File: src/logic/mdu_consts.svh
// width and divider step constants for the multiply/divide unit, included by RTL and testbench
`ifndef MDU_CONSTS_SVH
`define MDU_CONSTS_SVH

// ************************************************************
// architectural widths
// ************************************************************
`define MDU_DATA_W    32 // one general purpose register
`define MDU_DWORD_W   64 // full HI/LO pair
`define MDU_HALF_W    16 // operand half used for partial products

// ************************************************************
// divider
// ************************************************************
`define MDU_DIV_STEPS 32 // one quotient bit per iteration
`define MDU_DIV_CNT_W 5  // wide enough to count MDU_DIV_STEPS iterations

`endif

File: src/logic/mdu_pkg.sv
// operation and divider state types shared by the pipeline stages and the testbench
package mdu_pkg;

    // operations understood by the unit, carried with every beat
    typedef enum logic [3:0] {
        OP_MFHI,
        OP_MFLO,
        OP_MTHI,
        OP_MTLO,
        OP_MUL,   // low word of signed product, HI/LO untouched
        OP_MULT,
        OP_MULTU,
        OP_MADD,
        OP_MADDU,
        OP_MSUB,
        OP_MSUBU,
        OP_DIV,
        OP_DIVU
    } mdu_op_e;

    // states of the iterative divider in the second stage
    typedef enum logic [1:0] {
        DIV_IDLE, // accepting beats
        DIV_RUN,  // shift and subtract in progress
        DIV_DONE  // sign fix-up and hand-off
    } div_state_e;

endpackage

File: src/logic/mdu_operand_stage.sv
// first pipeline stage of the multiply/divide unit, forms magnitudes, sign flags and partial products
`timescale 1ns/10ps
`include "mdu_consts.svh"

module mdu_operand_stage
    import mdu_pkg::*;
(
    input  logic                      clk_i,
    input  logic                      rst_i,
    input  logic                      in_valid_i,
    input  mdu_op_e                   op_i,
    input  logic [`MDU_DATA_W-1:0]    a_i,
    input  logic [`MDU_DATA_W-1:0]    b_i,
    output logic                      in_ready_o,
    output logic                      s1_valid_o,
    output mdu_op_e                   s1_op_o,
    output logic [`MDU_DATA_W-1:0]    s1_a_o,
    output logic [`MDU_DATA_W-1:0]    s1_b_o,
    output logic [`MDU_DWORD_W-1:0]   s1_mullo_o,
    output logic [`MDU_DWORD_W-1:0]   s1_mulhi_o,
    output logic                      s1_neg_o,
    output logic                      s1_rneg_o,
    input  logic                      s1_ready_i
);

    logic                     is_signed;
    logic                     use_abs;
    logic [`MDU_DATA_W-1:0]   a_mag;
    logic [`MDU_DATA_W-1:0]   b_mag;
    logic [`MDU_DATA_W-1:0]   pp_ll;
    logic [`MDU_DATA_W-1:0]   pp_hl;
    logic [`MDU_DATA_W-1:0]   pp_lh;
    logic [`MDU_DATA_W-1:0]   pp_hh;

    // ************************************************************
    // operand conditioning
    // ************************************************************
    assign is_signed = op_i inside {OP_MUL, OP_MULT, OP_MADD, OP_MSUB, OP_DIV};
    // a signed divide by zero keeps raw operands so the divider yields all ones and the dividend
    assign use_abs   = is_signed && !(op_i == OP_DIV && b_i == '0);

    assign a_mag = (use_abs && a_i[`MDU_DATA_W-1]) ? -a_i : a_i;
    assign b_mag = (use_abs && b_i[`MDU_DATA_W-1]) ? -b_i : b_i;

    // unsigned 16 by 16 products, each fits in one word
    assign pp_ll = a_mag[`MDU_HALF_W-1:0] * b_mag[`MDU_HALF_W-1:0];
    assign pp_hl = a_mag[`MDU_DATA_W-1:`MDU_HALF_W] * b_mag[`MDU_HALF_W-1:0];
    assign pp_lh = a_mag[`MDU_HALF_W-1:0] * b_mag[`MDU_DATA_W-1:`MDU_HALF_W];
    assign pp_hh = a_mag[`MDU_DATA_W-1:`MDU_HALF_W] * b_mag[`MDU_DATA_W-1:`MDU_HALF_W];

    // ************************************************************
    // output register
    // ************************************************************
    assign in_ready_o = !s1_valid_o || s1_ready_i; // empty or draining this edge

    always_ff @(posedge clk_i) begin
        if (rst_i) begin
            s1_valid_o <= 1'b0;
        end else if (in_ready_o) begin
            s1_valid_o <= in_valid_i;
        end
    end

    always_ff @(posedge clk_i) begin
        if (in_valid_i && in_ready_o) begin
            s1_op_o    <= op_i;
            s1_a_o     <= a_mag;               // raw a_i for moves and unsigned ops
            s1_b_o     <= b_mag;
            s1_mullo_o <= {pp_hl, pp_ll};
            s1_mulhi_o <= {pp_hh, pp_lh};
            s1_neg_o   <= use_abs && (a_i[`MDU_DATA_W-1] ^ b_i[`MDU_DATA_W-1]);
            s1_rneg_o  <= use_abs && (op_i == OP_DIV) && a_i[`MDU_DATA_W-1]; // remainder follows dividend
        end
    end

endmodule

File: src/logic/mdu_divider_stage.sv
// second pipeline stage of the multiply/divide unit, restoring divider with pass-through for other ops
`timescale 1ns/10ps
`include "mdu_consts.svh"

module mdu_divider_stage
    import mdu_pkg::*;
(
    input  logic                      clk_i,
    input  logic                      rst_i,
    input  logic                      s1_valid_i,
    input  mdu_op_e                   s1_op_i,
    input  logic [`MDU_DATA_W-1:0]    s1_a_i,
    input  logic [`MDU_DATA_W-1:0]    s1_b_i,
    input  logic [`MDU_DWORD_W-1:0]   s1_mullo_i,
    input  logic [`MDU_DWORD_W-1:0]   s1_mulhi_i,
    input  logic                      s1_neg_i,
    input  logic                      s1_rneg_i,
    output logic                      s1_ready_o,
    output logic                      s2_valid_o,
    output mdu_op_e                   s2_op_o,
    output logic [`MDU_DATA_W-1:0]    s2_a_o,
    output logic [`MDU_DWORD_W-1:0]   s2_mullo_o,
    output logic [`MDU_DWORD_W-1:0]   s2_mulhi_o,
    output logic                      s2_neg_o,
    output logic [`MDU_DWORD_W-1:0]   s2_divres_o,
    input  logic                      s2_ready_i
);

    div_state_e                  state;
    logic [`MDU_DIV_CNT_W-1:0]   step_cnt;
    logic [`MDU_DATA_W-1:0]      rem_q;
    logic [`MDU_DATA_W-1:0]      quo_q;
    logic [`MDU_DATA_W-1:0]      dvs_q;
    logic                        rneg_q;
    logic                        is_div;
    logic                        s1_fire;
    logic [`MDU_DATA_W:0]        rem_shift;
    logic [`MDU_DATA_W+1:0]      trial;
    logic [`MDU_DATA_W-1:0]      quo_fix;
    logic [`MDU_DATA_W-1:0]      rem_fix;

    assign is_div     = (s1_op_i == OP_DIV) || (s1_op_i == OP_DIVU);
    assign s1_ready_o = (state == DIV_IDLE) && (!s2_valid_o || s2_ready_i);
    assign s1_fire    = s1_valid_i && s1_ready_o;

    // extra top bit keeps the borrow visible even when the divisor is zero
    assign rem_shift = {rem_q, quo_q[`MDU_DATA_W-1]};
    assign trial     = {1'b0, rem_shift} - {2'b00, dvs_q};

    // no sign fix-up on a zero divisor
    assign quo_fix = (s2_neg_o && dvs_q != '0) ? -quo_q : quo_q;
    assign rem_fix = (rneg_q && dvs_q != '0) ? -rem_q : rem_q;

    // ************************************************************
    // control
    // ************************************************************
    always_ff @(posedge clk_i) begin
        if (rst_i) begin
            state      <= DIV_IDLE;
            step_cnt   <= '0;
            s2_valid_o <= 1'b0;
        end else begin
            if (s2_valid_o && s2_ready_i) begin
                s2_valid_o <= 1'b0;
            end
            case (state)
                DIV_IDLE: begin
                    if (s1_fire && is_div) begin
                        state    <= DIV_RUN;        // this edge is the load cycle
                        step_cnt <= '0;
                    end else if (s1_fire) begin
                        s2_valid_o <= 1'b1;
                    end
                end
                DIV_RUN: begin
                    step_cnt <= step_cnt + 1'b1;
                    if (step_cnt == `MDU_DIV_CNT_W'(`MDU_DIV_STEPS - 1)) begin
                        state <= DIV_DONE;
                    end
                end
                DIV_DONE: begin
                    s2_valid_o <= 1'b1;             // output drained before the run began
                    state      <= DIV_IDLE;
                end
                default: state <= DIV_IDLE;
            endcase
        end
    end

    // ************************************************************
    // datapath
    // ************************************************************
    always_ff @(posedge clk_i) begin
        if (s1_fire) begin
            s2_op_o    <= s1_op_i;
            s2_a_o     <= s1_a_i;
            s2_mullo_o <= s1_mullo_i;
            s2_mulhi_o <= s1_mulhi_i;
            s2_neg_o   <= s1_neg_i;
            rneg_q     <= s1_rneg_i;
            rem_q      <= '0;
            quo_q      <= s1_a_i;               // dividend shifts out as quotient shifts in
            dvs_q      <= s1_b_i;
        end else if (state == DIV_RUN) begin
            if (trial[`MDU_DATA_W+1]) begin
                rem_q <= rem_shift[`MDU_DATA_W-1:0]; // restore on borrow
                quo_q <= {quo_q[`MDU_DATA_W-2:0], 1'b0};
            end else begin
                rem_q <= trial[`MDU_DATA_W-1:0];
                quo_q <= {quo_q[`MDU_DATA_W-2:0], 1'b1};
            end
        end
        if (state == DIV_DONE) begin
            s2_divres_o <= {rem_fix, quo_fix};
        end
    end

    // the output register never holds a beat while a division is iterating
    assert property (@(posedge clk_i) disable iff (rst_i) (state == DIV_RUN) |-> !s2_valid_o);

    // an accepted divide blocks the first stage for every iteration
    assert property (@(posedge clk_i) disable iff (rst_i)
        (s1_fire && is_div) |=> !s1_ready_o [*`MDU_DIV_STEPS]);

endmodule

File: src/logic/mdu_hilo_stage.sv
// last pipeline stage of the multiply/divide unit, finishes the product and updates HI/LO
`timescale 1ns/10ps
`include "mdu_consts.svh"

module mdu_hilo_stage
    import mdu_pkg::*;
(
    input  logic                      clk_i,
    input  logic                      rst_i,
    input  logic                      s2_valid_i,
    input  mdu_op_e                   s2_op_i,
    input  logic [`MDU_DATA_W-1:0]    s2_a_i,
    input  logic [`MDU_DWORD_W-1:0]   s2_mullo_i,
    input  logic [`MDU_DWORD_W-1:0]   s2_mulhi_i,
    input  logic                      s2_neg_i,
    input  logic [`MDU_DWORD_W-1:0]   s2_divres_i,
    output logic                      s2_ready_o,
    output logic                      out_valid_o,
    output logic [`MDU_DATA_W-1:0]    res_o,
    output logic [`MDU_DWORD_W-1:0]   hilo_o,
    input  logic                      out_ready_i
);

    logic [`MDU_DATA_W+`MDU_HALF_W-1:0] sum_lo;
    logic [`MDU_DATA_W+`MDU_HALF_W-1:0] sum_hi;
    logic [`MDU_DWORD_W-1:0]            umul;
    logic [`MDU_DWORD_W-1:0]            prod;
    logic [`MDU_DWORD_W-1:0]            hilo_next;
    logic [`MDU_DATA_W-1:0]             res_next;

    // ************************************************************
    // product reduction
    // ************************************************************
    assign sum_lo = {{`MDU_HALF_W{1'b0}}, s2_mullo_i[`MDU_DATA_W-1:0]}
                  + {s2_mullo_i[`MDU_DWORD_W-1:`MDU_DATA_W], {`MDU_HALF_W{1'b0}}};
    assign sum_hi = {{`MDU_HALF_W{1'b0}}, s2_mulhi_i[`MDU_DATA_W-1:0]}
                  + {s2_mulhi_i[`MDU_DWORD_W-1:`MDU_DATA_W], {`MDU_HALF_W{1'b0}}};
    assign umul   = {{`MDU_HALF_W{1'b0}}, sum_lo} + {sum_hi, {`MDU_HALF_W{1'b0}}};
    assign prod   = s2_neg_i ? -umul : umul; // neg is only ever set for signed ops

    // ************************************************************
    // HI/LO update and result select
    // ************************************************************
    always_comb begin
        hilo_next = hilo_o;
        res_next  = '0;
        case (s2_op_i)
            OP_MFHI:            res_next = hilo_o[`MDU_DWORD_W-1:`MDU_DATA_W];
            OP_MFLO:            res_next = hilo_o[`MDU_DATA_W-1:0];
            OP_MTHI:            hilo_next = {s2_a_i, hilo_o[`MDU_DATA_W-1:0]};
            OP_MTLO:            hilo_next = {hilo_o[`MDU_DWORD_W-1:`MDU_DATA_W], s2_a_i};
            OP_MUL:             res_next = prod[`MDU_DATA_W-1:0];
            OP_MULT, OP_MULTU:  hilo_next = prod;
            OP_MADD, OP_MADDU:  hilo_next = hilo_o + prod;
            OP_MSUB, OP_MSUBU:  hilo_next = hilo_o - prod;
            OP_DIV, OP_DIVU:    hilo_next = s2_divres_i; // remainder to HI, quotient to LO
            default: begin
                hilo_next = hilo_o;
                res_next  = '0;
            end
        endcase
    end

    // ************************************************************
    // output beat and HI/LO register
    // ************************************************************
    assign s2_ready_o = !out_valid_o || out_ready_i;

    // hilo_o is the architectural register, it only moves when a new beat loads
    always_ff @(posedge clk_i) begin
        if (rst_i) begin
            out_valid_o <= 1'b0;
            hilo_o      <= '0;
        end else if (s2_ready_o) begin
            out_valid_o <= s2_valid_i;
            if (s2_valid_i) begin
                hilo_o <= hilo_next;
            end
        end
    end

    always_ff @(posedge clk_i) begin
        if (s2_valid_i && s2_ready_o) begin
            res_o <= res_next;
        end
    end

    // a stalled output beat is held unchanged until it is taken
    assert property (@(posedge clk_i) disable iff (rst_i)
        (out_valid_o && !out_ready_i) |=> (out_valid_o && $stable(res_o) && $stable(hilo_o)));

endmodule

File: src/logic/mdu_top.sv
// top of the multiply/divide unit, chains operand, divider and HI/LO stages with valid/ready
`timescale 1ns/10ps
`include "mdu_consts.svh"

module mdu_top
    import mdu_pkg::*;
(
    input  logic                      clk_i,
    input  logic                      rst_i,
    input  logic                      in_valid_i,
    output logic                      in_ready_o,
    input  mdu_op_e                   op_i,
    input  logic [`MDU_DATA_W-1:0]    a_i,
    input  logic [`MDU_DATA_W-1:0]    b_i,
    output logic                      out_valid_o,
    input  logic                      out_ready_i,
    output logic [`MDU_DATA_W-1:0]    res_o,
    output logic [`MDU_DWORD_W-1:0]   hilo_o
);

    // operand stage to divider stage
    logic                      s1_valid;
    logic                      s1_ready;
    mdu_op_e                   s1_op;
    logic [`MDU_DATA_W-1:0]    s1_a;
    logic [`MDU_DATA_W-1:0]    s1_b;
    logic [`MDU_DWORD_W-1:0]   s1_mullo;
    logic [`MDU_DWORD_W-1:0]   s1_mulhi;
    logic                      s1_neg;
    logic                      s1_rneg;

    // divider stage to HI/LO stage
    logic                      s2_valid;
    logic                      s2_ready;
    mdu_op_e                   s2_op;
    logic [`MDU_DATA_W-1:0]    s2_a;
    logic [`MDU_DWORD_W-1:0]   s2_mullo;
    logic [`MDU_DWORD_W-1:0]   s2_mulhi;
    logic                      s2_neg;
    logic [`MDU_DWORD_W-1:0]   s2_divres;

    mdu_operand_stage u_operand (
        .clk_i      (clk_i),
        .rst_i      (rst_i),
        .in_valid_i (in_valid_i),
        .op_i       (op_i),
        .a_i        (a_i),
        .b_i        (b_i),
        .in_ready_o (in_ready_o),
        .s1_valid_o (s1_valid),
        .s1_op_o    (s1_op),
        .s1_a_o     (s1_a),
        .s1_b_o     (s1_b),
        .s1_mullo_o (s1_mullo),
        .s1_mulhi_o (s1_mulhi),
        .s1_neg_o   (s1_neg),
        .s1_rneg_o  (s1_rneg),
        .s1_ready_i (s1_ready)
    );

    mdu_divider_stage u_divider (
        .clk_i       (clk_i),
        .rst_i       (rst_i),
        .s1_valid_i  (s1_valid),
        .s1_op_i     (s1_op),
        .s1_a_i      (s1_a),
        .s1_b_i      (s1_b),
        .s1_mullo_i  (s1_mullo),
        .s1_mulhi_i  (s1_mulhi),
        .s1_neg_i    (s1_neg),
        .s1_rneg_i   (s1_rneg),
        .s1_ready_o  (s1_ready),
        .s2_valid_o  (s2_valid),
        .s2_op_o     (s2_op),
        .s2_a_o      (s2_a),
        .s2_mullo_o  (s2_mullo),
        .s2_mulhi_o  (s2_mulhi),
        .s2_neg_o    (s2_neg),
        .s2_divres_o (s2_divres),
        .s2_ready_i  (s2_ready)
    );

    mdu_hilo_stage u_hilo (
        .clk_i       (clk_i),
        .rst_i       (rst_i),
        .s2_valid_i  (s2_valid),
        .s2_op_i     (s2_op),
        .s2_a_i      (s2_a),
        .s2_mullo_i  (s2_mullo),
        .s2_mulhi_i  (s2_mulhi),
        .s2_neg_i    (s2_neg),
        .s2_divres_i (s2_divres),
        .s2_ready_o  (s2_ready),
        .out_valid_o (out_valid_o),
        .res_o       (res_o),
        .hilo_o      (hilo_o),
        .out_ready_i (out_ready_i)
    );

endmodule

File: config.mk
export PLATFORM = sky130hd
export DESIGN_NAME = mdu_top
export DESIGN_NICKNAME = d
export VERILOG_FILES = /design/src/logic/mdu_pkg.sv /design/src/logic/mdu_operand_stage.sv /design/src/logic/mdu_divider_stage.sv /design/src/logic/mdu_hilo_stage.sv /design/src/logic/mdu_top.sv
export VERILOG_INCLUDE_DIRS = /design/src /design/src/logic
export SDC_FILE = /design/constraint.sdc
export NUM_CORES = 2
export LEC_CHECK = 0
export CAP_MARGIN = 20
export CORE_UTILIZATION = 65
export CTS_CLUSTER_DIAMETER = 150
export DETAILED_ROUTE_END_ITERATION = 10
export DONT_BUFFER_PORTS = 1
export PLACE_DENSITY = 0.8
export SLEW_MARGIN = 0
export SYNTH_ARGS = -nofsm -noshare
export SYNTH_HDL_FRONTEND = slang
export SYNTH_SLANG_ARGS = --single-unit
File: constraint.sdc
create_clock -name clk_i -period 30.4 [get_ports clk_i]
set_input_delay 3.04 -clock clk_i [delete_from_list [all_inputs] [get_ports clk_i]]
set_output_delay 3.04 -clock clk_i [all_outputs]
set_load 0.005 [all_outputs]
==> impl_metrics.json <==
{
  "worst_slew_pin_slew_ns": 1.242,
  "globalRouteTotalUtil_pct": 40.50,
  "cp_slowest_cell": "sky130_fd_sc_hd__o41ai_1",
  "core_area_sq_um": 105900,
  "fmax_mhz": 71.97,
  "tritoncts_clock_tree": "done",
  "place_worst_setup_slack_ns": 16.05,
  "syn-cell-area_sq_um": 69850,
  "cp-startpoint": "b_i[0]",
  "report.final.slew_viol_count": 0,
  "area.growth.synth_to_final_pct": 6.171,
  "remaining_max_slew_budget_at_the_tightest_pin_pct": 16.62,
  "drv_cap": 0,
  "gp_congestion": 0.9953,
  "worstSetupEndpointType": "flop",
  "die-height_um": 329.8,
  "synth_largest_area_cell": "sky130_fd_sc_hd__edfxtp_1",
  "area_used_by_multi_input_combinational_logic_sq_um": 47020,
  "detailedPlacementHpwl_um": 169000,
  "ys_ff_latch": 630,
  "total_die_area_sq_um": 108800,
  "r2r-end": "u_hilo.hilo_o[63]",
  "synthArstFlopShare_pct": 0,
  "fin_crit_ns": 13.90,
  "drt-initial-drc-count": 5334,
  "worst_clock_skew_ns": 0.02990,
  "final.setup.tns_ns": 0,
  "cts_sinks": 630,
  "vias": 56340,
  "route.final.wire_length_um": 217800,
  "cts_hold_buffers": 0,
  "path_max_fanout": 24,
  "cts-resized-gates": 0,
  "layout_worst_path_cycle_share_pct": 45.71,
  "design.final.nets": 8879,
  "arrival_ns": 14.27,
  "drt_pre_antenna_iters": 9,
  "timing.final.hold_violations": 0,
  "min_to": "u_divider.dvs_q[9]",
  "root_cell_of_the_clock_tree": "sky130_fd_sc_hd__clkbuf_16",
  "worst_skew_pair.late_latency_ns": 0.66,
  "critical-path-max-stage-delay_ns": 0.71,
  "yosys_warnings": 0,
  "chipWidth_um": 329.8,
  "route.detailed.drc": 0,
  "reg2regPathDepth": 46,
  "final-seq-area_sq_um": 17860,
  "setup.worst_path.class": "primary input to flop",
  "io-pin-count": 170,
  "cts_made_buffers": 73,
  "drt-wirelength-per-cell_um": 24.47,
  "worstHoldStart": "u_operand.s1_b_o[9]",
  "post-cts-setup-buffers": 0,
  "final_core_utilization_pct": 70.06,
  "rsz_0062_raised_after_global_routing": "false",
  "first_global_vias": 56540,
  "final_common_cell": "sky130_fd_sc_hd__inv_1",
  "mappedNetlistNets": 8973,
  "grt_max_degree": 84,
  "synth_enable_flop_cells": 524,
  "synth_area_per_cell_sq_um": 9.267,
  "setup.worst_path.start_class": "primary input",
  "cts_max_path_buffers": 3,
  "first_pass_grt_wire_length_um": 331100,
  "synth_top_area_share_pct": 22.53,
  "r2r_setup_slack_ns": 18.13,
  "post-route-worst-setup-slack_ns": 16.50,
  "fillCellCount": 8015,
  "starting_density_pct": 65.98,
  "htreeDepth": 3,
  "clk_pin_slew_ns": 0.06,
  "post_dp_cell_area_sq_um": 71740,
  "crit_required_ns": 30.78,
  "cell_types_with_the_largest_area_share_after_synthesis": "sky130_fd_sc_hd__edfxtp_1 23%, sky130_fd_sc_hd__fa_1 22%, sky130_fd_sc_hd__ha_1 10%",
  "synth_ff_type": "sky130_fd_sc_hd__edfxtp_1",
  "final_layout_size_suffix_gt1_share_pct": 5.064,
  "layout.cell_area.non_filler_sq_um": 74160,
  "min_path_cells": 0,
  "global_route.overflow_total": 0,
  "final-setup-viol-count": 0,
  "outcome": "complete, no violations",
  "synth.distinct_cells": 110,
  "antenna_left": 0,
  "hold_path.class": "flop to flop",
  "avgViaCountPerCell": 6.332,
  "most-common-layout-cells": "1071 x sky130_fd_sc_hd__inv_1, 1018 x sky130_fd_sc_hd__nand2_1, 781 x sky130_fd_sc_hd__fa_1",
  "grt_antenna_before_repair": 17,
  "synth_sequential_area_ratio_pct": 25.56,
  "placement.io_buffers": 0,
  "synthesis.instances": 7538,
  "fp-row-count": 119,
  "r2r_start": "u_divider.s2_mullo_o[16]"
}
[critical path: cells and delay by family]
family	cells	cell delay, ns
simple gates	8	2.28
buf+inv	7	1.81
xor+xnor	2	0.22
compound gates	13	3.71
fa+ha+maj	8	3.14
[cell families (layout without fill, tap and decap cells)]
family                     Yosys count  after routing  synth area share [%]
other                                0              3                     0
adders and majority gates         1363           1363                 32.81
buffers and inverters             1397           1363                 7.554
xor gates and xnor gates           525            525                 6.602
muxes                               41             41                0.5947
DFF                                630            630                 25.56
AOI/OAI and AO/OA                 1239           1239                 11.84
and+or+nand+nor                   2343           2343                 15.04
[flip-flops by register name (all words and copies together), names as in the netlist, 64 cells and up]
| name | flops |
|---|---|
| u_divider.s2_divres_o | 64 |
| u_divider.s2_mulhi_o | 64 |
| u_divider.s2_mullo_o | 64 |
| u_hilo.hilo_o | 64 |
| u_operand.s1_mulhi_o | 64 |
| u_operand.s1_mullo_o | 64 |
[cell usage after synthesis, drive strengths merged (106+ instances only)]
| cell | instances |
|---|---|
| ha | 582 |
| clkbuf | 280 |
| nor3 | 132 |
| xnor2 | 319 |
| nor2 | 613 |
| fa | 781 |
| nand2 | 1020 |
| o21ai | 273 |
| edfxtp | 524 |
| nand3 | 108 |
| dfxtp | 106 |
| a21oi | 333 |
| inv | 1075 |
| xor2 | 205 |
[per-stage QoR]
step                      hold WS (ns)  instances
after floorplan                 0.4003       7538
after global placement          0.4011       8757
after detailed placement        0.4045       8759
after CTS                       0.3925       8894
after global routing            0.4114       8895
final                           0.3904       8898
[worst max path at each step]
stage                                     endpoint  slack [ns]  cells after the start
final                     u_operand.s1_mulhi_o[63]       16.50                     38
after global routing      u_operand.s1_mulhi_o[63]       15.93                     38
after CTS                 u_operand.s1_mulhi_o[63]       16.64                     38
after detailed placement  u_operand.s1_mulhi_o[63]       16.05                     38
after global placement    u_operand.s1_mulhi_o[63]       16.45                     38
after floorplan           u_operand.s1_mulhi_o[63]       17.89                     38
[cell type report]
type,count,area share [%]
timing repair buffer,136,1.378
clock buffer,82,2.551
antenna,3,0.01012
inverter,1092,5.537
clock inverter,53,0.6917
sequential,630,24.08
tap,1391,2.347
multi-input combinational,5511,63.41
[metal layers]
metal	track usage (%)	share of wire, %	wire (um)
met5	0	0.071	155
met4	26.10	7.7	16680
met3	10.00	11	23740
met1	50.43	37	80380
met2	63.20	44	96810
Power is not shown: default switching activity piles up to over one toggle a cycle in this logic, so the estimate is an artifact.
